File: config.mk
export PLATFORM = sky130hd
export DESIGN_NAME = ctrl_regs
export DESIGN_NICKNAME = d
export VERILOG_FILES = /design/src/hdl/soc_bus_pkg.sv /design/src/hdl/soc_map_pkg.sv /design/src/hdl/ctrl_regs.sv
export SDC_FILE = /design/constraint.sdc
export NUM_CORES = 1
export LEC_CHECK = 0
export BUFFER_PORTS_ARGS = -buffer_cell sky130_fd_sc_hd__buf_4
export CORE_MARGIN = 1
export CORE_UTILIZATION = 40
export DETAILED_ROUTE_END_ITERATION = 12
export HOLD_SLACK_MARGIN = 0.05
export PLACE_DENSITY = 0.69
export SYNTH_ARGS = -nofsm -noshare
export SYNTH_HDL_FRONTEND = slang
export SYNTH_SLANG_ARGS = --single-unit
File: constraint.sdc
create_clock -name clk_i -period 2.2 [get_ports clk_i]
set_input_delay 0.22 -clock clk_i [delete_from_list [all_inputs] [get_ports clk_i]]
set_output_delay 0.22 -clock clk_i [all_outputs]
set_load 0.02 [all_outputs]
File: src/hdl/soc_bus_pkg.sv
// Host and APB bus definitions
`default_nettype none

package soc_bus_pkg;

  // Host side
  localparam int unsigned AddrWidth = 64;
  localparam int unsigned DataWidth = 64;
  localparam int unsigned StrbWidth = DataWidth / 8;

  // UART side
  localparam int unsigned ApbAddrWidth = 32;
  localparam int unsigned ApbDataWidth = 32;

  typedef enum logic [1:0] {
    APB_IDLE   = 2'd0,
    APB_SETUP  = 2'd1,
    APB_ACCESS = 2'd2
  } apb_state_e;

endpackage : soc_bus_pkg

`default_nettype wire

File: src/hdl/soc_map_pkg.sv
// SoC memory map
`default_nettype none

package soc_map_pkg;

  ////////////////////////////////////////////////////////////////////////////
  // Regions
  ////////////////////////////////////////////////////////////////////////////

  // 1 GiB of DRAM backed by L2
  localparam logic [63:0] DramBase   = 64'h0000_0000_8000_0000;
  localparam logic [63:0] DramLength = 64'h0000_0000_4000_0000;

  localparam logic [63:0] UartBase   = 64'h0000_0000_C000_0000;
  localparam logic [63:0] UartLength = 64'h0000_0000_0000_1000;

  localparam logic [63:0] CtrlBase   = 64'h0000_0000_D000_0000;
  localparam logic [63:0] CtrlLength = 64'h0000_0000_0000_1000;

  // Control register offsets
  localparam logic [11:0] CtrlExitOffset     = 12'h000;
  localparam logic [11:0] CtrlDramBaseOffset = 12'h008;
  localparam logic [11:0] CtrlDramEndOffset  = 12'h010;

  typedef enum logic [1:0] {
    TGT_L2   = 2'd0,
    TGT_UART = 2'd1,
    TGT_CTRL = 2'd2,
    TGT_NONE = 2'd3
  } target_e;

endpackage : soc_map_pkg

`default_nettype wire
File: src/hdl/ctrl_regs.sv
// SoC control registers
`timescale 1ns/1ps
`default_nettype none

module ctrl_regs (
  input  logic                              clk_i,
  input  logic                              reset_i,
  input  logic                              req_i,
  input  logic                              we_i,
  input  logic [soc_bus_pkg::AddrWidth-1:0] addr_i,
  input  logic [soc_bus_pkg::DataWidth-1:0] wdata_i,
  output logic                              valid_o,
  output logic [soc_bus_pkg::DataWidth-1:0] rdata_o,
  output logic [soc_bus_pkg::DataWidth-1:0] exit_o
);

  localparam logic [63:0] DramEnd = soc_map_pkg::DramBase + soc_map_pkg::DramLength;

  logic [11:0] reg_off;

  // Region is 4 KiB aligned
  assign reg_off = addr_i[11:0];

  always_ff @(posedge clk_i) begin
    if (reset_i) begin
      valid_o <= 1'b0;
      exit_o  <= '0;
    end else begin
      valid_o <= req_i;
      if (req_i && we_i && (reg_off == soc_map_pkg::CtrlExitOffset)) begin
        exit_o <= wdata_i;
      end
    end
  end

  always_ff @(posedge clk_i) begin
    if (req_i) begin
      case (reg_off)
        soc_map_pkg::CtrlExitOffset:     rdata_o <= exit_o;
        soc_map_pkg::CtrlDramBaseOffset: rdata_o <= soc_map_pkg::DramBase;
        soc_map_pkg::CtrlDramEndOffset:  rdata_o <= DramEnd;
        default:                         rdata_o <= '0;
      endcase
    end
  end

endmodule : ctrl_regs

`default_nettype wire

== Yosys cells after proc, flatten, opt, wreduce, memory -nomap -nowiden ==
Index checks and enable logic that the tools add are counted.
Word-level totals
  output and inout port bits: 129
  register bits: 129
Cells by class
  reductions and logical operators: 3
  eq/ne operators: 2
  multiplexer cells: 1
Operators with widths (number)
  64-bit case mux with 3 select lines: 1
  12-bit by 4-bit == test with 1-bit output (second input constant): 1
  12-bit by 5-bit == test with 1-bit output (second input constant): 1
  12-bit zero test: 1
  1-bit logical AND: 2

== Logic depth before layout (Yosys ltp) ==
  depth after elaboration: 2
  mapped depth: 5

== Worst setup path after synthesis ==
OpenSTA, ideal clock, no wires.
  path type: input to register
  start: in addr_i[5] (netlist name)
  end: reg exit_o[0] (netlist name)
  setup slack: 545 ps
  stages on the path: 5
  arrival time: 1583 ps
  path buffers: 2
  path through: or4_4 -> nor4_4 -> buf_12 -> buf_12 -> mux2i_1
On the way
  longest elaborated chain between the ends: 2
RTL lines
  start, declared: line ctrl_regs.sv:10  | input logic [soc_bus_pkg::AddrWidth-1:0] addr_i,
  12-bit zero test: line ctrl_regs.sv:30  | if (req_i && we_i && (reg_off == soc_map_pkg::CtrlExitOffset)) begin
  1-bit logical AND: line ctrl_regs.sv:30
  end signal, assigned: line ctrl_regs.sv:31  | exit_o <= wdata_i;
  end, declared: line ctrl_regs.sv:14  | output logic [soc_bus_pkg::DataWidth-1:0] exit_o
Every way passes these cells.
A chain may end at the register's enable or synchronous reset.

== Worst setup path after layout ==
  start: in addr_i[5] (netlist name)
  end: reg exit_o[8] (netlist name)
Same word-level chain as after synthesis.

==> results.txt <==
----------------------------------------------------
[Run status]
  Outcome ... complete, no violations

[Clock network]
  Post_cts resized ... 0
  Total number of clock tree sinks ... 129
  Inserted Clock Buffers ... 17
  Postcts setup bufs ... 0
  TritonCTS clock tree ... built
  Clock Pin Slew Worst Setup and Hold Paths ... 50 ps
  Maximum level of the CTS H-tree ... 4
  Number of buffers added to fix hold violations after cts ... 0
  Max clock buf depth ... 2
  Clock latency on the worst-skew pair ... 410 ps
  Cell chosen for the clock root ... clkbuf_16

[Drt]
  Routed Antenna Nets ... 0
  Total met3 wirelength after detailed routing ... 635 um
  Number of detailed-routing iterations run before antenna repair ... 4
  DRT Wirelength ... between 10000 and 15000 um
  Average wire per cell in the routed design ... 14.6 um
  Drt initial violations ... 180
  Metal1 wirelength ... between 4000 and 5000 um
  Via count ... 3680
  Top layer in use ... met4
  DRC viols ... 0
  Detail Route met2 WL ... 6050 um
  Detailed-route vias per instance ... ~4.5

[Timing]
  Worst hold-check slack ... ~75 ps
  Highest clock frequency the design can meet ... roughly 640 MHz
  Clock period minus final worst setup slack ... 1570 ps
  Worst clock skew ... roughly 5.2 ps
  Max Transition Viols Final ... 0
  Worst Max-Slew Pin Slew ... 881 ps
  Final worst setup slack ... 629 ps
  Unrepaired setup endpoints after global routing ... no
  Setup total negative slack ... 0 ps
  Count of final hold-check violations ... 0
  Slew HR ... 41.2%
  Final period utilization ... 71.4%
  Endpoints failing setup ... 0

[Worst setup path]
  Crit start category ... primary input
  CP required ... about 2500 ps
  Worst Path Class, Setup ... primary input to flip-flop
  Arr. time, crit path ... about 1900 ps
  Crit end category ... flip-flop
  Maximum fanout encountered on the critical timing path ... 39

[Floorplanning]
  Die Footprint ... 13900 um^2
  Count of pins on the block boundary ... 261
  Initial Util ... 40.9%
  Floorplan die width ... 118 um
  Site row count ... 42
  Die extent in y ... 118 um
  Std-Cell Core Area ... between 10000 and 15000 um^2

[Power and ir drop]
  Power per unit of standard cell area ... 705 nW/um^2
  Overall power ... 5.32 mW
  VDD IR max ... 0.000482 V
  Leakage power of the design ... between 3 and 4 nW

[Place]
  HPWL after detailed placement ... 7970 um
  # port buffers ... 208
  Placed cell areas ... 7040 um^2
  Final GP Congestion ... 0.752
  Post-place setup slack ... 199 ps

[Synth]
  Top post-synthesis cells by area ... edfxtp_1, dfxtp_1, nand2b_1
  Count of yosys warnings during synthesis ... 0
  Synth async-reset ratio ... 0%
  Most used standard cells in the synthesized netlist ... nand2b_1, dfxtp_1, edfxtp_1, mux2i_1, and2_1
  Number of distinct library cell variants in the gate-level netlist after synthesis ... 16
  Post-synth top area cell ... edfxtp_1
  Gate count of the mapped netlist ... 423
  Mapped Avg Cell Area ... 12.7 um^2
  Seq/Total Area, Yosys ... 59.8%
  Top flip-flop cell by instance count after synthesis ... dfxtp_1
  Cell with the most instances after synthesis ... nand2b_1
  Fraction of synthesized cell area taken by the top area cell type ... 35.7%
  Post-Synthesis Cell Area ... 5390 um^2
  Post-Synthesis Net Count ... about 560
  Total of flip-flops plus latches after synthesis ... approximately 130
  Post-synth EDFFs ... between 60 and 70

[Global route]
  Number of global-route vias before repair ... 3600
  Maximum number of pins on one net before global-route repair ... between 70 and 80
  Wire length of the first global-routing pass ... between 15000 and 20000 um
  Final global-route overflow total ... 0
  Initial antenna violation count ... 0
  Total global routing track utilization ... 17.6%

[Finish]
  Layout net count ... 760
  Layout cells sized above 1 ... a little under 40%
  # diodes ... 0
  Post-synthesis to final-layout area growth ... 40.0%
  Final instance area ... 7550 um^2
  Fillers ... about 1100

[Hold path]
  Path type of the worst min-delay path ... primary input to flip-flop

[Flow run]
  Max Cap Viol ... 0

----------------------------------------------------
kinds of logic (layout without fill, tap and decap cells):
family	Yosys count	in the layout	share of synthesized area [%]
and+or+nand+nor	202	202	24.2
DFF	129	129	59.8
muxes	64	64	11.9
buffers and inverters	27	242	3.99
AOI/OAI and AO/OA	1	1	0.139
metal layers:
| layer | global-route usage (%) | up-vias |
|---|---|---|
| met4 | 8.97 | 0 |
| li1 | - | 1816 |
| met1 | 20.0 | 1724 |
| met5 | 0 | - |
| met3 | 5.72 | 24 |
| met2 | 29.7 | 116 |
area by class of cell:
class	count	area, um^2	share of cell area [%]
Timing Repair Buffer	213	1650	21.9
Tap cell	176	220	2.92
Clock inverter	8	41.3	0.547
Multi-Input combinational cell	267	1950	25.9
Clock buffer	21	460	6.10
Sequential cell	129	3220	42.7
cells in the final DEF, fill, tap and decap left out, drive strengths merged:
| cell | n |
|---|---|
| dfxtp | 65 |
| or4bb | 1 |
| nor3 | 1 |
| mux2i | 64 |
| or3 | 1 |
| edfxtp | 64 |
| clkinvlp | 1 |
| clkinv | 7 |
| clkbuf | 21 |
| a211oi | 1 |
| buf | 213 |
| or4 | 2 |
| and2 | 62 |
| or2 | 2 |
| nor2 | 2 |
| nand2b | 128 |
| nor2b | 1 |
| nor4 | 2 |
metrics by stage:
stage,cells,utilization (%)
after floorplan,423,-
after global placement,785,53.4
after detailed placement,785,53.4
after CTS,814,57.2
after global routing,814,57.2
final,814,57.2
final timing paths:
kind | startpoint | to | slack, ps | cells after the start
worst max-delay path | addr_i[5] | exit_o[8]$_SDFFE_PP0P_ | 630 | 5
worst min-delay path | wdata_i[45] | exit_o[45]$_SDFFE_PP0P_ | 70 | 3
worst max register to register | exit_o[31]$_SDFFE_PP0P_ | rdata_o[31]$_DFFE_PP_ | 1420 | 2
worst min register to register | exit_o[46]$_SDFFE_PP0P_ | exit_o[46]$_SDFFE_PP0P_ | 480 | 2
power by group:
group          leakage, nW  internal [mW]  switching [mW]
clock network        0.251           1.46           0.925
logic                 1.67          0.196           0.167
registers             1.18           2.56          0.0125
total                 3.10           4.21            1.10
flip-flops by register name, indices dropped and copies added (netlist names):
name and flops:
exit_o 64, rdata_o 64, valid_o 1
critical path: stages:
cell and delay, ps:
buf_4 110, or4_4 570, nor4_4 410, buf_12 320, mux2i_1 230
(Power assumes the default switching activity.)
