`config.mk`:
```
export PLATFORM = sky130hd
export DESIGN_NAME = addr_decoder
export DESIGN_NICKNAME = d
export VERILOG_FILES = /design/src/hdl/soc_bus_pkg.sv /design/src/hdl/soc_map_pkg.sv /design/src/hdl/addr_decoder.sv
export SDC_FILE = /design/constraint.sdc
export NUM_CORES = 1
export LEC_CHECK = 0
export ABC_AREA = 1
export ABC_CLOCK_PERIOD_IN_PS = 2790
export BUFFER_PORTS_ARGS = -buffer_cell sky130_fd_sc_hd__buf_2
export CORE_AREA = 2 2 214 216
export CTS_BUF_LIST = sky130_fd_sc_hd__clkbuf_8
export CTS_CLUSTER_DIAMETER = 80
export DETAILED_ROUTE_END_ITERATION = 7
export DIE_AREA = 0 0 216 218
export PLACE_DENSITY_LB_ADDON = 0.08
export SETUP_SLACK_MARGIN = 0.5
export SLEW_MARGIN = 30
export SYNTH_ARGS = -nofsm -noshare
export SYNTH_HDL_FRONTEND = slang
export SYNTH_SLANG_ARGS = --single-unit
```
`constraint.sdc`:
```
create_clock -name clk_i -period 2.79 [get_ports clk_i]
set_clock_uncertainty 0.15 [all_clocks]
set_input_delay 0.558 -clock clk_i [delete_from_list [all_inputs] [get_ports clk_i]]
set_output_delay 0.558 -clock clk_i [all_outputs]
set_load 0.02 [all_outputs]
```
`src/hdl/soc_bus_pkg.sv`:
```
// Host and APB bus definitions
`default_nettype none

package soc_bus_pkg;

  // Host side
  localparam int unsigned AddrWidth = 64;
  localparam int unsigned DataWidth = 64;
  localparam int unsigned StrbWidth = DataWidth / 8;

  // UART side
  localparam int unsigned ApbAddrWidth = 32;
  localparam int unsigned ApbDataWidth = 32;

  typedef enum logic [1:0] {
    APB_IDLE   = 2'd0,
    APB_SETUP  = 2'd1,
    APB_ACCESS = 2'd2
  } apb_state_e;

endpackage : soc_bus_pkg

`default_nettype wire

```
`src/hdl/soc_map_pkg.sv`:
```
// SoC memory map
`default_nettype none

package soc_map_pkg;

  ////////////////////////////////////////////////////////////////////////////
  // Regions
  ////////////////////////////////////////////////////////////////////////////

  // 1 GiB of DRAM backed by L2
  localparam logic [63:0] DramBase   = 64'h0000_0000_8000_0000;
  localparam logic [63:0] DramLength = 64'h0000_0000_4000_0000;

  localparam logic [63:0] UartBase   = 64'h0000_0000_C000_0000;
  localparam logic [63:0] UartLength = 64'h0000_0000_0000_1000;

  localparam logic [63:0] CtrlBase   = 64'h0000_0000_D000_0000;
  localparam logic [63:0] CtrlLength = 64'h0000_0000_0000_1000;

  // Control register offsets
  localparam logic [11:0] CtrlExitOffset     = 12'h000;
  localparam logic [11:0] CtrlDramBaseOffset = 12'h008;
  localparam logic [11:0] CtrlDramEndOffset  = 12'h010;

  typedef enum logic [1:0] {
    TGT_L2   = 2'd0,
    TGT_UART = 2'd1,
    TGT_CTRL = 2'd2,
    TGT_NONE = 2'd3
  } target_e;

endpackage : soc_map_pkg

`default_nettype wire
```
`src/hdl/addr_decoder.sv`:
```
// Host request decoder and response mux
`timescale 1ns/1ps
`default_nettype none

module addr_decoder (
  input  logic                              clk_i,
  input  logic                              reset_i,
  // Host request
  input  logic                              req_valid_i,
  input  logic                              req_we_i,
  input  logic [soc_bus_pkg::AddrWidth-1:0] req_addr_i,
  input  logic [soc_bus_pkg::DataWidth-1:0] req_wdata_i,
  input  logic [soc_bus_pkg::StrbWidth-1:0] req_be_i,
  // Target responses
  input  logic                              l2_valid_i,
  input  logic [soc_bus_pkg::DataWidth-1:0] l2_rdata_i,
  input  logic                              uart_valid_i,
  input  logic [soc_bus_pkg::DataWidth-1:0] uart_rdata_i,
  input  logic                              uart_err_i,
  input  logic                              ctrl_valid_i,
  input  logic [soc_bus_pkg::DataWidth-1:0] ctrl_rdata_i,
  // Target requests
  output logic                              l2_req_o,
  output logic                              uart_req_o,
  output logic                              ctrl_req_o,
  output logic                              we_o,
  output logic [soc_bus_pkg::AddrWidth-1:0] addr_o,
  output logic [soc_bus_pkg::DataWidth-1:0] wdata_o,
  output logic [soc_bus_pkg::StrbWidth-1:0] be_o,
  // Host response
  output logic                              resp_valid_o,
  output logic [soc_bus_pkg::DataWidth-1:0] resp_rdata_o,
  output logic                              resp_err_o
);

  soc_map_pkg::target_e              tgt_d;
  soc_map_pkg::target_e              tgt_q;
  logic                              pending_q;
  logic                              we_q;
  logic                              sel_valid;
  logic [soc_bus_pkg::DataWidth-1:0] sel_rdata;
  logic                              sel_err;

  function automatic logic in_region(
    input logic [soc_bus_pkg::AddrWidth-1:0] addr,
    input logic [soc_bus_pkg::AddrWidth-1:0] base,
    input logic [soc_bus_pkg::AddrWidth-1:0] len
  );
    return (addr >= base) && (addr < base + len);
  endfunction

  ////////////////////////////////////////////////////////////////////////////
  // Request routing
  ////////////////////////////////////////////////////////////////////////////

  always_comb begin
    if (in_region(req_addr_i, soc_map_pkg::DramBase, soc_map_pkg::DramLength)) begin
      tgt_d = soc_map_pkg::TGT_L2;
    end else if (in_region(req_addr_i, soc_map_pkg::UartBase, soc_map_pkg::UartLength)) begin
      tgt_d = soc_map_pkg::TGT_UART;
    end else if (in_region(req_addr_i, soc_map_pkg::CtrlBase, soc_map_pkg::CtrlLength)) begin
      tgt_d = soc_map_pkg::TGT_CTRL;
    end else begin
      tgt_d = soc_map_pkg::TGT_NONE;
    end
  end

  assign l2_req_o   = req_valid_i && (tgt_d == soc_map_pkg::TGT_L2);
  assign uart_req_o = req_valid_i && (tgt_d == soc_map_pkg::TGT_UART);
  assign ctrl_req_o = req_valid_i && (tgt_d == soc_map_pkg::TGT_CTRL);
  assign we_o       = req_we_i;
  assign addr_o     = req_addr_i;
  assign wdata_o    = req_wdata_i;
  assign be_o       = req_be_i;

  // Remember who owes the response
  always_ff @(posedge clk_i) begin
    if (reset_i) begin
      pending_q <= 1'b0;
      tgt_q     <= soc_map_pkg::TGT_NONE;
    end else if (req_valid_i) begin
      pending_q <= 1'b1;
      tgt_q     <= tgt_d;
    end else if (resp_valid_o) begin
      pending_q <= 1'b0;
    end
  end

  always_ff @(posedge clk_i) begin
    if (req_valid_i) begin
      we_q <= req_we_i;
    end
  end

  ////////////////////////////////////////////////////////////////////////////
  // Response merge
  ////////////////////////////////////////////////////////////////////////////

  always_comb begin
    sel_valid = 1'b0;
    sel_rdata = '0;
    sel_err   = 1'b0;
    case (tgt_q)
      soc_map_pkg::TGT_L2: begin
        sel_valid = l2_valid_i;
        sel_rdata = l2_rdata_i;
      end
      soc_map_pkg::TGT_UART: begin
        sel_valid = uart_valid_i;
        sel_rdata = uart_rdata_i;
        sel_err   = uart_err_i;
      end
      soc_map_pkg::TGT_CTRL: begin
        sel_valid = ctrl_valid_i;
        sel_rdata = ctrl_rdata_i;
      end
      // Decoder answers unmapped addresses one cycle after the strobe
      default: begin
        sel_valid = 1'b1;
        sel_err   = 1'b1;
      end
    endcase
  end

  assign resp_valid_o = pending_q && sel_valid;
  assign resp_rdata_o = we_q ? '0 : sel_rdata;
  assign resp_err_o   = sel_err;

endmodule : addr_decoder

`default_nettype wire

```
# Word level (Yosys, flattened, before mapping)
# Index checks and enable logic that the tools add are counted.
# Widths: inputs -> output; s select.
# word_totals
input_bits,336
ff_bits,4
wordCells,33
output_inout_bits,206
# classes
muxes,9
order_cmp,6
n_reduce_logical,11
n_eq_ne,4
# op_table
operator,n
$ge 64x32->1 const B,3
$lt 64x32->1 const B,3
$pmux 64 s3,1
$mux 64,1
$logic_and 1x1->1,7
$eq 2x1->1 const B,2
$eq 2x2->1 const B,2
$logic_not 2->1,2
$mux 2,2
$mux 1,3
$pmux 1 s3,1
$pmux 1 s2,1
$reduce_bool 2->1,1
$reduce_or 2->1,1

# Longest topological paths before layout
# logic_depth
depth_word,7
mapped_depth,9
mapped_depth_nobuf,9

# Worst setup path before layout
# OpenSTA, ideal clock, no wires.
# synth_timing
path_type,input to output
startpoint,input req_addr_i[20] in the netlist's numbering
endpoint,output l2_req_o
path_buffers,0
cell_stages,8
slack_ns,0.576
required_time_ns,2.082
arrival_ns,1.506
path_cell_list,or2_1 -> nor2_1 -> nand2_1 -> nor2_1 -> nand2_1 -> nand2_1 -> nand2_1 -> nor2_1
# synth_between
elab_chain_len,7
word_cells_on_any_way,14
cone_classes,6 x order compare; 3 x mux; 5 x reduce/logical
# synth_lines
item,line_no,rtl
from (decl),addr_decoder.sv:11,"input logic [soc_bus_pkg::AddrWidth-1:0] req_addr_i,"
$ge 64x32->1 or $lt 64x32->1 (tied branches),addr_decoder.sv:49,return (addr >= base) && (addr < base + len);
$logic_and 1x1->1,addr_decoder.sv:49,
$mux 1,addr_decoder.sv:61,"end else if (in_region(req_addr_i, soc_map_pkg::CtrlBase, soc_map_pkg::CtrlLength)) begin"
$mux 2,addr_decoder.sv:59,"end else if (in_region(req_addr_i, soc_map_pkg::UartBase, soc_map_pkg::UartLength)) begin"
$mux 2 *,addr_decoder.sv:57,"if (in_region(req_addr_i, soc_map_pkg::DramBase, soc_map_pkg::DramLength)) begin"
$logic_not 2->1 *,addr_decoder.sv:68,assign l2_req_o = req_valid_i && (tgt_d == soc_map_pkg::TGT_L2);
$logic_and 1x1->1 *,addr_decoder.sv:68,
to (decl),addr_decoder.sv:23,"output logic l2_req_o,"
# Mark *: on every way between the ends. The rest lies on a longest branch, timed or not.

# Final worst setup path
# layout_timing
startpoint,input req_addr_i[61] in the netlist's numbering
endpoint,output l2_req_o
# The elaborated chain is that of the path after synthesis.

==> metrics <==
status=complete, no violations; Post-Route Setup TNS=0 ps; final hold vios=0; final max-slew violation count=0; Crit Path Max Fanout=4; Die Ht=218 µm; RSZ-0062 raised after global routing=yes; Pre-Repair DR Iteration Count=4; die area=roughly 47,000 µm²; WS Path Type=in -> out; WHS Path Cells=2; leading area contributor after synthesis=buf_4; clock sink count=4; critical path endpoint category=primary output; P per Cell Area=between 100 and 150 nW/µm²; total CTS buffers=3; Reg clk slew, reported paths=about 30 ps; final antenna-violating net count=0; mean cell area of the mapped netlist=4.90 µm²; layout cells sized above 1=0.673; total gr overflow=0; hold-fix buffers at CTS=0; antenna violations before repair=0; detailed placer's ending HPWL=16.1 mm; post-synthesis sequential area ratio=0.0289; Area Overhead vs Synth=117%; final setup fails=0; Max Root-Sink Buffers=2; # DRC=0; via count=about 4.8k; Largest stage delay, worst path=between 150 and 200 ps; Hold WC Path Type=reg -> reg; NetSw=0.456 mW; CTS tree=yes; warnings from Yosys=0; drt wl/cell=~15 µm; Max-Cap Viols=0; Post-Synthesis Cells=637; register bit count reported by yosys=4; Final Cycle Share=0.840; Slowest cell on crit path=nor2_4; Final WS setup=446 ps; Seq pwr share=0.067; Bufs and invs on worst path=2; worst reg-to-reg path cell count=9; share of the synthesized area in the top cell type=0.346; Sw Ratio=0.463; peak supply drop=~56 µV; Critical Path AT=approximately 1600 ps; Tot GR Track Use=0.0853; fin nets=1,235; Starting Density=0.0695; CP delay by family, top=simple AND/OR/NAND/NOR gates; Critical Path Stages=11; r2r setup slk=1270 ps; relative slew slack=0.720; first-pass GRT wire length=29.9 mm; Internal Power=~0.53 mW; Clk pwr share=0.127; syn_nets=between 900 and 1k; Fillers=between 5k and 6k; top cells by area, synth=buf_4 (35%), nand2_1 (34%), nand3_1 (11%); site row count=78; fmax=427 MHz; Port Buffers=373; Routed WL=22.6 mm; Mapped Area=3120 µm²; vias per cell=3.19; CP required=approximately 2100 ps; Core ar.=44,900 µm²; combinational share of power=0.806; synth unique cells=17; Clock Latency Late Sink=210 ps; largest net degree at the start of global routing=60; GPL Wtd Cong=0.744; worst path cell trace=buf_6, nor2_2, nand2_1, nor2_2, nand2_2, nor2_4, nand2_2, nand2_1, nand2_1, nor2_2, buf_6; # H-tree levels=1; clock root buffer=clkbuf_8; Die X=216 µm; dpl ws=112 ps; Leak=4.22 nW; Worst Tran Pin Value=420 ps; number of global-route vias before repair=4,592; number of DRC markers after the initial detailed-route iteration=79; ANT cells=0; # IOs=542; crit start category=input pin; crit path time final=2340 ps
==> tightest hold or removal path, delay by kind of cell (launching register included) <==
kind / cells / cell delay (ps)
DFF: 1 / 310
AOI/OAI and AO/OA: 1 / 70
and+or+nand+nor: 1 / 70
==> layout make-up <==
cell class                 count  area (µm²)  area share
timing repair buffer         420        3160       0.468
multi-input combinational    399        2430       0.360
tap                          600         751       0.111
inverter                      71         269      0.0398
sequential                     4        97.6      0.0144
clock buffer                   3        41.3     0.00611
clock inverter                 1        3.75    0.000555
==> through the flow <==
stage | total power, mW | cell area (µm²) | utilization | hold WS, ps | cells
floorplan | 0.551 | 3120 | - | 306 | 637
global placement | 0.676 | 4730 | 0.105 | 345 | 1457
detailed placement | 0.667 | 4730 | 0.105 | 342 | 1457
CTS | 0.891 | 5520 | 0.123 | 352 | 1490
global route | 1.07 | 6760 | 0.151 | 371 | 1498
finish | 0.987 | 6760 | 0.151 | 337 | 1498
==> cells in the final DEF (no fill, tap or decap) <==
cell	n
buf_16	10
nand3_2	59
nor2_2	12
buf_6	80
o21ai_1	1
nor2_4	4
buf_8	2
clkbuf_8	3
buf_2	298
a21oi_1	3
nor2_1	24
dfxtp_1	1
edfxtp_1	1
inv_4	1
clkbuf_16	3
or2_1	1
buf_4	12
nand3_4	1
nand3_1	6
nor3_1	1
nand2_2	29
nand2_4	53
inv_1	51
o21a_1	1
dfxtp_4	2
nand2_1	203
o21ai_0	1
inv_2	20
buf_12	15
==> repair_timing <==
action | in CTS | in global routing
cloned | 9 | 3
pin swaps | 27 | 73
setup buffers | 20 | 5
gates resized for setup | 82 | 323
setup endpoints to repair | 68 | 67
==> path summary, 6_finish.rpt <==
path | from | to
min | pending_q | pending_q
min reg2reg | pending_q | pending_q
max reg2reg | tgt_q[0] | pending_q
max | req_addr_i[61] | l2_req_o
==> state kept, by name, indices dropped and copies added, names as in the netlist <==
register   cells
pending_q      1
tgt_q          2
we_q           1
==> synthesized netlist by cell type <==
cell      instances
o21a_1            1
nor3_1            1
dfxtp_1           3
inv_2             3
edfxtp_1          1
o21ai_0           2
buf_1             6
a21oi_1           3
nor2_2            1
nor2_1           39
nand2_1         285
nand3_1          66
or2_1             1
clkbuf_1          1
buf_2            12
buf_4           144
inv_1            68
==> power by group through the flow <==
stage / clock [mW] / combinational [mW] / sequential (mW)
after floorplan: 0 / 0.485 / 0.0669
after global placement: 0 / 0.607 / 0.0696
after detailed placement: 0 / 0.597 / 0.0698
after CTS: 0.130 / 0.694 / 0.0669
after global routing: 0.134 / 0.866 / 0.0670
final: 0.125 / 0.795 / 0.0664
==> logic make-up (layout without fill, tap and decap cells) <==
family / count (synthesis) / after routing / synth area share
and+or+nand+nor: 393 / 393 / 0.501
buffers and inverters: 234 / 495 / 0.460
AOI/OAI and AO/OA: 6 / 6 / 0.0104
DFF: 4 / 4 / 0.0289
==> layer usage <==
metal,up-vias,part of all wire,wire length [µm],track usage
met4,0,0.016,351,0.0128
met5,-,0,0,0
li1,2293,-,-,-
met2,277,0.50,11400,0.157
met3,23,0.078,1770,0.0251
met1,2186,0.40,9150,0.0987
Note: power is estimated with default switching activity, not from simulation.
