==> src/hdl/soc_bus_pkg.sv <==
// Host and APB bus definitions
`default_nettype none

package soc_bus_pkg;

  // Host side
  localparam int unsigned AddrWidth = 64;
  localparam int unsigned DataWidth = 64;
  localparam int unsigned StrbWidth = DataWidth / 8;

  // UART side
  localparam int unsigned ApbAddrWidth = 32;
  localparam int unsigned ApbDataWidth = 32;

  typedef enum logic [1:0] {
    APB_IDLE   = 2'd0,
    APB_SETUP  = 2'd1,
    APB_ACCESS = 2'd2
  } apb_state_e;

endpackage : soc_bus_pkg

`default_nettype wire

==> src/hdl/soc_map_pkg.sv <==
// SoC memory map
`default_nettype none

package soc_map_pkg;

  ////////////////////////////////////////////////////////////////////////////
  // Regions
  ////////////////////////////////////////////////////////////////////////////

  // 1 GiB of DRAM backed by L2
  localparam logic [63:0] DramBase   = 64'h0000_0000_8000_0000;
  localparam logic [63:0] DramLength = 64'h0000_0000_4000_0000;

  localparam logic [63:0] UartBase   = 64'h0000_0000_C000_0000;
  localparam logic [63:0] UartLength = 64'h0000_0000_0000_1000;

  localparam logic [63:0] CtrlBase   = 64'h0000_0000_D000_0000;
  localparam logic [63:0] CtrlLength = 64'h0000_0000_0000_1000;

  // Control register offsets
  localparam logic [11:0] CtrlExitOffset     = 12'h000;
  localparam logic [11:0] CtrlDramBaseOffset = 12'h008;
  localparam logic [11:0] CtrlDramEndOffset  = 12'h010;

  typedef enum logic [1:0] {
    TGT_L2   = 2'd0,
    TGT_UART = 2'd1,
    TGT_CTRL = 2'd2,
    TGT_NONE = 2'd3
  } target_e;

endpackage : soc_map_pkg

`default_nettype wire
==> src/hdl/apb_bridge_fsm.sv <==
// APB master for the UART region
`timescale 1ns/1ps
`default_nettype none

module apb_bridge_fsm #(
  parameter int unsigned ApbTimeoutCycles = 16
) (
  input  logic                                 clk_i,
  input  logic                                 reset_i,
  input  logic                                 req_i,
  input  logic                                 we_i,
  input  logic [soc_bus_pkg::AddrWidth-1:0]    addr_i,
  input  logic [soc_bus_pkg::DataWidth-1:0]    wdata_i,
  // APB
  output logic                                 psel_o,
  output logic                                 penable_o,
  output logic                                 pwrite_o,
  output logic [soc_bus_pkg::ApbAddrWidth-1:0] paddr_o,
  output logic [soc_bus_pkg::ApbDataWidth-1:0] pwdata_o,
  input  logic [soc_bus_pkg::ApbDataWidth-1:0] prdata_i,
  input  logic                                 pready_i,
  input  logic                                 pslverr_i,
  // Response
  output logic                                 valid_o,
  output logic [soc_bus_pkg::DataWidth-1:0]    rdata_o,
  output logic                                 err_o
);

  localparam int unsigned PadWidth = soc_bus_pkg::DataWidth - soc_bus_pkg::ApbDataWidth;

  soc_bus_pkg::apb_state_e           state_q;
  soc_bus_pkg::apb_state_e           state_d;
  logic                              in_access;
  logic                              expired;
  logic                              done;
  logic [soc_bus_pkg::AddrWidth-1:0] offset;

  assign in_access = (state_q == soc_bus_pkg::APB_ACCESS);
  assign done      = in_access && (pready_i || expired);
  assign offset    = addr_i - soc_map_pkg::UartBase;

  apb_timeout_timer #(
    .ApbTimeoutCycles(ApbTimeoutCycles)
  ) i_timeout_timer (
    .clk_i    (clk_i),
    .reset_i  (reset_i),
    .run_i    (in_access),
    .expired_o(expired)
  );

  ////////////////////////////////////////////////////////////////////////////
  // State machine
  ////////////////////////////////////////////////////////////////////////////

  always_comb begin
    state_d = state_q;
    case (state_q)
      soc_bus_pkg::APB_IDLE: begin
        if (req_i) begin
          state_d = soc_bus_pkg::APB_SETUP;
        end
      end
      soc_bus_pkg::APB_SETUP: begin
        state_d = soc_bus_pkg::APB_ACCESS;
      end
      soc_bus_pkg::APB_ACCESS: begin
        if (done) begin
          state_d = soc_bus_pkg::APB_IDLE;
        end
      end
      default: begin
        state_d = soc_bus_pkg::APB_IDLE;
      end
    endcase
  end

  always_ff @(posedge clk_i) begin
    if (reset_i) begin
      state_q <= soc_bus_pkg::APB_IDLE;
      valid_o <= 1'b0;
    end else begin
      state_q <= state_d;
      valid_o <= done;
    end
  end

  // Request latch and response capture
  always_ff @(posedge clk_i) begin
    if (req_i && (state_q == soc_bus_pkg::APB_IDLE)) begin
      pwrite_o <= we_i;
      paddr_o  <= offset[soc_bus_pkg::ApbAddrWidth-1:0];
      pwdata_o <= wdata_i[soc_bus_pkg::ApbDataWidth-1:0];
    end
    if (in_access) begin
      // a timeout reports an error with zero data
      rdata_o <= pready_i ? {{PadWidth{1'b0}}, prdata_i} : '0;
      err_o   <= pready_i ? pslverr_i : 1'b1;
    end
  end

  assign psel_o    = (state_q == soc_bus_pkg::APB_SETUP) || in_access;
  assign penable_o = in_access;

endmodule : apb_bridge_fsm

`default_nettype wire

==> src/hdl/apb_timeout_timer.sv <==
// APB access timeout counter
`timescale 1ns/1ps
`default_nettype none

module apb_timeout_timer #(
  parameter int unsigned ApbTimeoutCycles = 16
) (
  input  logic clk_i,
  input  logic reset_i,
  input  logic run_i,
  output logic expired_o
);

  localparam int unsigned CntWidth = $clog2(ApbTimeoutCycles + 1);

  logic [CntWidth-1:0] cnt_q;

  always_ff @(posedge clk_i) begin
    if (reset_i || !run_i) begin
      cnt_q <= '0;
    end else if (!expired_o) begin
      cnt_q <= cnt_q + 1'b1;
    end
  end

  // Fires in the last allowed ACCESS cycle
  assign expired_o = run_i && (cnt_q == CntWidth'(ApbTimeoutCycles - 1));

endmodule : apb_timeout_timer

`default_nettype wire

==> config.mk <==
export PLATFORM = sky130hd
export DESIGN_NAME = apb_bridge_fsm
export DESIGN_NICKNAME = d
export VERILOG_FILES = /design/src/hdl/soc_bus_pkg.sv /design/src/hdl/soc_map_pkg.sv /design/src/hdl/apb_bridge_fsm.sv /design/src/hdl/apb_timeout_timer.sv
export SDC_FILE = /design/constraint.sdc
export NUM_CORES = 1
export LEC_CHECK = 0
export BUFFER_PORTS_ARGS = -buffer_cell sky130_fd_sc_hd__buf_2
export CAP_MARGIN = 10
export CORE_MARGIN = 4
export CORE_UTILIZATION = 30
export DETAILED_ROUTE_END_ITERATION = 12
export GPL_ROUTABILITY_DRIVEN = 1
export PLACE_DENSITY_LB_ADDON = 0.2
export SLEW_MARGIN = 20
export SYNTH_ARGS = -nofsm -noshare
export SYNTH_HDL_FRONTEND = slang
export SYNTH_HIERARCHICAL = 1
export SYNTH_SLANG_ARGS = --single-unit
==> constraint.sdc <==
create_clock -name clk_i -period 3.3 [get_ports clk_i]
set_input_delay 0.165 -clock clk_i [delete_from_list [all_inputs] [get_ports clk_i]]
set_output_delay 0.165 -clock clk_i [all_outputs]
set_load 0.02 [all_outputs]
Word level (Yosys, flattened, before mapping)
Index checks and enable logic that the tools add are counted.
{"block": "totals", "register_bits": 138, "inputBits": 166, "output_inout_bits": 133, "word_cells": 28}
{"block": "op_classes", "add_sub_neg": 2, "eq_ne": 5, "muxes": 3, "reduce_logical": 9}
{"operator": "subtractor 32 bit (second input constant)", "n": 1}
{"operator": "case mux 2 bit (3 select lines)", "n": 1}
{"operator": "adder 5 x 1 -> 5 bit (second input constant)", "n": 1}
{"operator": "equality test 5 x 4 -> 1 bit (second input constant)", "n": 1}
{"operator": "two-way mux 2 bit", "n": 2}
{"operator": "inequality test 2 bit (second input constant)", "n": 2}
{"operator": "logical AND 1 bit", "n": 3}
{"operator": "logical OR 1 bit", "n": 3}
{"operator": "equality test 2 x 1 -> 1 bit (second input constant)", "n": 1}
{"operator": "equality test 2 bit (second input constant)", "n": 1}
{"operator": "logical NOT 2 bit", "n": 1}
{"operator": "AND reduction 2 bit", "n": 1}
{"operator": "logical NOT 1 bit", "n": 1}

Logic depth before layout (Yosys ltp)
{"block": "depth", "word_depth": 6, "depth_mapped": 8, "mapped_depth_nobuf": 7}

Modules after synthesis
Netlist, hierarchy kept.
{"mod": "apb_bridge_fsm", "n_inst": 1, "cells_each": 189, "area_per_inst_um2": 3619.7, "seq_area_each_um2": 3002.9}
{"mod": "apb_timeout_timer", "n_inst": 1, "cells_each": 25, "area_per_inst_um2": 255.2, "seq_area_each_um2": 100.1}

Worst setup path before layout
OpenSTA, ideal clock, no wires.
{"block": "synth_timing", "kind": "reg-to-reg", "from": "register state_q[0]", "to": "register paddr_o[0] in the netlist's numbering, enable pin", "setup_time_ns": 0.430, "arrival_ns": 2.082, "slack_ns": 0.788, "stages_incl_launch_ff": 4, "path_buffers": 0, "period_less_slack_ns": 2.512, "path_cell_list": "dfxtp_1 > inv_1 > ha_1 > and2_1"}
{"block": "synth_between", "elab_chain_cells": 2}
{"item": "start, declared", "line_no": "apb_bridge_fsm.sv:31", "rtl": "soc_bus_pkg::apb_state_e state_q;"}
{"item": "start signal, assigned", "line_no": "apb_bridge_fsm.sv:79", "rtl": "state_q <= soc_bus_pkg::APB_IDLE;"}
{"item": "start signal, assigned", "line_no": "apb_bridge_fsm.sv:82", "rtl": "state_q <= state_d;"}
{"item": "logical NOT 2 bit", "line_no": "apb_bridge_fsm.sv:89", "rtl": "if (req_i && (state_q == soc_bus_pkg::APB_IDLE)) begin"}
{"item": "logical AND 1 bit", "line_no": "apb_bridge_fsm.sv:89"}
{"item": "end signal, assigned", "line_no": "apb_bridge_fsm.sv:91", "rtl": "paddr_o <= offset[soc_bus_pkg::ApbAddrWidth-1:0];"}
{"item": "end, declared", "line_no": "apb_bridge_fsm.sv:18", "rtl": "output logic [soc_bus_pkg::ApbAddrWidth-1:0] paddr_o,"}
No other way between the ends.
A chain may end at the register's enable or synchronous reset.

Worst setup path after layout
{"block": "layout_timing", "from": "register state_q[0]", "to": "output port penable_o"}
{"block": "layout_between", "elab_chain_cells": 1}
{"item": "equality test 2 bit", "line_no": "apb_bridge_fsm.sv:38", "rtl": "assign in_access = (state_q == soc_bus_pkg::APB_ACCESS);"}
{"item": "end, declared", "line_no": "apb_bridge_fsm.sv:16", "rtl": "output logic penable_o,"}
No other way between the ends.

==> metrics.txt <==
# TYPE chip_impl_metric gauge
chip_impl_metric{name="maxSlewViolCount",unit=""} 0
chip_impl_metric{name="totalNegativeSetupSlack",unit="ns"} 0
chip_impl_metric{name="io-pin-count",unit=""} 299
chip_impl_metric{name="cp.arrival",unit="ns"} 1.68
chip_impl_metric{name="drive_gt1_frac",unit=""} 0.459
chip_impl_info{name="cts_tree",value="built"} 1
chip_impl_metric{name="setup_violations",unit=""} 0
chip_impl_metric{name="tightest_slew",unit="ns"} 0.801
chip_impl_info{name="regToRegStartpoint",value="i_timeout_timer/cnt_q[0]"} 1
chip_impl_info{name="grt_setup_unrepaired",value="false"} 1
chip_impl_info{name="setup.worst_path.end_class",value="output pin"} 1
chip_impl_metric{name="pwr-share-comb",unit=""} 0.249
chip_impl_metric{name="routed-via-count",unit=""} 2575
chip_impl_metric{name="fin_worst_hold_slack",unit="ns"} 0.0478
chip_impl_metric{name="synthAdderAreaFrac",unit=""} 0.0194
chip_impl_metric{name="layout.nets",unit=""} 659
chip_impl_metric{name="floorplan.core_area",unit="mm2"} 0.0126
chip_impl_metric{name="number_of_detailed_route_iterations_in_the_first_pass",unit=""} 4
chip_impl_metric{name="critical_path.max_stage_delay",unit="ns"} 0.39
chip_impl_metric{name="grt_max_degree",unit=""} 66
chip_impl_metric{name="hold_violations",unit=""} 0
chip_impl_metric{name="synth_area",unit="mm2"} 0.00387
chip_impl_metric{name="cts.reportedPaths.clkPinSlew",unit="ns"} 0.07
chip_impl_metric{name="number_of_antenna_violations_at_the_first_check_in_global_routing",unit=""} 0
chip_impl_info{name="worst_path_max_delay_cell",value="sky130_fd_sc_hd__buf_4"} 1
chip_impl_metric{name="drcViolationCount",unit=""} 0
chip_impl_metric{name="switchingPower",unit="mW"} 1.20
chip_impl_info{name="crit_start",value="state_q[0]"} 1
chip_impl_metric{name="post_cts.repair.setup_buffers",unit=""} 0
chip_impl_metric{name="cellLeakagePower",unit="nW"} 2.56
chip_impl_metric{name="wire_length_of_the_first_global_routing_pass",unit="um"} 13500
chip_impl_metric{name="max_cap_violations",unit=""} 0
chip_impl_metric{name="post_synth_mux_area_share",unit=""} 0.00775
chip_impl_metric{name="tritoncts.num_buffers",unit=""} 9
chip_impl_info{name="cts_root_buffer",value="sky130_fd_sc_hd__clkbuf_16"} 1
chip_impl_metric{name="r2r_slack",unit="ns"} 1.49
chip_impl_metric{name="slew_headroom",unit=""} 0.466
chip_impl_metric{name="first_global_vias",unit=""} 2663
chip_impl_metric{name="cell_internal_pwr",unit="mW"} 2.62
chip_impl_metric{name="pre_cts_ws",unit="ns"} 1.48
chip_impl_metric{name="worst_r2r_path_depth",unit=""} 7
chip_impl_metric{name="biggest_fanout_along_the_worst_timing_path",unit=""} 33
chip_impl_info{name="holdCritPathClass",value="input pin to flip-flop"} 1
chip_impl_metric{name="finalWirelength",unit="um"} 9260
chip_impl_metric{name="fp.dieArea",unit="mm2"} 0.0148
chip_impl_metric{name="vertical_die_dimension",unit="um"} 122
chip_impl_info{name="crit-reg2reg-capture",value="state_q[1]"} 1
chip_impl_info{name="status",value="completed"} 1
chip_impl_metric{name="power.density",unit="mW/mm2"} 650
chip_impl_metric{name="worstSkewPairLatency",unit="ns"} 0.34
chip_impl_metric{name="netSwitchingFraction",unit=""} 0.314
chip_impl_info{name="worstSetupPathType",value="flip-flop to output pin"} 1
chip_impl_metric{name="clkPwrFrac",unit=""} 0.263
chip_impl_metric{name="route.detailed.wl_per_inst",unit="um"} 13.9
chip_impl_info{name="most_frequent_standard_cell_in_the_layout_excluding_fill_and_tap_cells",value="sky130_fd_sc_hd__buf_2"} 1
chip_impl_metric{name="irDropWorstVdd",unit="V"} 0.000212
chip_impl_metric{name="starting_density_of_the_core",unit=""} 0.307
chip_impl_metric{name="synth_seq_cells",unit=""} 106
chip_impl_metric{name="postCtsResizedCells",unit=""} 0
chip_impl_metric{name="synth_cells",unit=""} 214
chip_impl_metric{name="p_seq_frac",unit=""} 0.488
chip_impl_metric{name="critPathRequiredTime",unit="ns"} 3.13
chip_impl_metric{name="numClockSinks",unit=""} 106
chip_impl_metric{name="die_x",unit="um"} 122
chip_impl_metric{name="detailedPlacementHpwl",unit="um"} 6560
chip_impl_metric{name="cts-hold-fix-buffers",unit=""} 63
chip_impl_metric{name="avgSynthCellArea",unit="um2"} 18.1
chip_impl_metric{name="drt_iter0_drc",unit=""} 94
chip_impl_metric{name="synth_simple_gate_area_share",unit=""} 0.0859
chip_impl_metric{name="io_buffers",unit=""} 202
chip_impl_metric{name="clock_tree.buffer_depth",unit=""} 2
chip_impl_metric{name="drt.antenna.violating_nets",unit=""} 0
chip_impl_metric{name="ratio_of_final_minimum_period_to_clock_period",unit=""} 0.560
chip_impl_metric{name="number_of_library_cell_types_mapped_by_synthesis",unit=""} 23
chip_impl_metric{name="fp-row-count",unit=""} 41
chip_impl_metric{name="flow.area_growth_from_synthesis",unit="%"} 51.7
chip_impl_info{name="worstPathCellList",value="inv_1 > ha_2 > buf_4 > buf_2"} 1
chip_impl_metric{name="number_of_warning_messages_in_the_yosys_log",unit=""} 6
chip_impl_metric{name="gp_routability_congestion",unit=""} 0.685
chip_impl_metric{name="gr_ovfl_total",unit=""} 0
chip_impl_metric{name="post_route_clock_skew",unit="ns"} 0.00566
chip_impl_metric{name="yosysSeqAreaShare",unit=""} 0.801
chip_impl_metric{name="drt-vias-per-instance",unit=""} 3.88
chip_impl_metric{name="synthesized_area_fraction_occupied_by_ao_oa_aoi_and_oai_cells",unit=""} 0.00355
chip_impl_info{name="largest_family_of_logic_cells_by_synthesized_area",value="simple AND/OR/NAND/NOR gates"} 1
chip_impl_info{name="critPathLaunchType",value="flip-flop"} 1
chip_impl_info{name="commonest_cells_after_routing_fill_and_taps_aside",value="sky130_fd_sc_hd__buf_2 (202), sky130_fd_sc_hd__edfxtp_1 (98), sky130_fd_sc_hd__dlygate4sd3_1 (63)"} 1
chip_impl_metric{name="timing.final.crit_period",unit="ns"} 1.85
chip_impl_metric{name="global_route.usage.total",unit=""} 0.120
chip_impl_metric{name="total_inserted_antenna_cells",unit=""} 0
chip_impl_metric{name="ctsHtreeMaxLevel",unit=""} 3
chip_impl_metric{name="synth-xor-area-share",unit=""} 0.00904
chip_impl_info{name="setup.worst_path.end",value="penable_o"} 1
chip_impl_metric{name="worst_slack",unit="ns"} 1.45
chip_impl_metric{name="timing.fmax",unit="MHz"} 541
-- worst max-delay path: cells and delay by family (launching register included) --
kind	cells	cell delay, ns
buffers and inverters	3	0.75
adder cells (fa/ha/maj)	1	0.25
flip-flops	1	0.33
-- metrics by stage --
stage	instance area [um2]	utilization	std cells	total power [mW]
2_1_floorplan	3990	-	245	2.48
3_3_place_gp	4970	0.394	585	2.79
3_5_place_dp	4970	0.394	585	2.80
4_1_cts	5880	0.466	664	3.88
5_1_grt	5880	0.466	664	4.02
6_report	5880	0.466	664	3.82
-- cell families after synthesis --
| group | after synthesis |
|---|---|
| mux | 3 |
| fa+ha+maj | 6 |
| flops | 106 |
| xor+xnor | 4 |
| other cells | 1 |
| buf+inv | 40 |
| compound gates | 2 |
| simple gates | 52 |
-- cells in the mapped netlist (all sizes together) --
cell type | number | area (um2)
and2 | 34 | 213
buf | 36 | 267
dfxtp | 8 | 160
nand2b | 5 | 31.3
ha | 6 | 75.1
xnor2 | 1 | 8.76
nand4b | 1 | 23.8
edfxtp | 98 | 2940
nor3b | 1 | 7.51
nor2 | 7 | 28.8
a21oi | 2 | 13.8
mux2i | 3 | 30.0
and3 | 1 | 6.26
inv | 4 | 15.0
nor2b | 2 | 15.0
or2b | 1 | 7.51
conb | 1 | 3.75
xor2 | 3 | 26.3
-- flip-flops by register name, indices dropped and copies added (netlist names) --
signal / cells
paddr_o: 32
pwdata_o: 32
rdata_o: 32
i_timeout_timer/cnt_q: 5
state_q: 2
err_o: 1
pwrite_o: 1
valid_o: 1
-- how the worst min path moves through the flow --
stage	start	endpoint	slack [ns]	cells past startpoint
2_1_floorplan	reset_i	valid_o	0.24	1
3_3_place_gp	addr_i[27]	paddr_o[27]	0.34	1
3_5_place_dp	wdata_i[12]	pwdata_o[12]	0.34	1
4_1_cts	reset_i	valid_o	0.03	2
5_1_grt	addr_i[30]	paddr_o[30]	0.06	2
6_report	reset_i	valid_o	0.05	2
-- per-layer routing --
metal | part of all wire | vias up | GRT usage
li1 | - | 1237 | -
met1 | 0.39 | 1167 | 0.132
met4 | 0.017 | 0 | 0.0525
met2 | 0.46 | 161 | 0.199
met3 | 0.14 | 10 | 0.0571
met5 | 0 | - | 0
-- power groups by stage --
stage          clock [mW]  combinational, mW  sequential (mW)
2_1_floorplan           0              0.270             2.21
3_3_place_gp            0              0.906             1.89
3_5_place_dp            0              0.905             1.90
4_1_cts              1.05              0.968             1.87
5_1_grt              1.11               1.02             1.89
6_report             1.00              0.950             1.86
-- layout make-up --
| cell class | instances | area (um2) |
|---|---|---|
| Sequential cell | 106 | 3100 |
| Inverter | 4 | 15.0 |
| Clock inverter | 7 | 52.6 |
| Fill cell | 1146 | 6740 |
| Tap cell | 172 | 215 |
| Clock buffer | 9 | 225 |
| Timing Repair Buffer | 267 | 1660 |
| Multi-Input combinational cell | 99 | 611 |
Power figures use the tool's default switching activity.
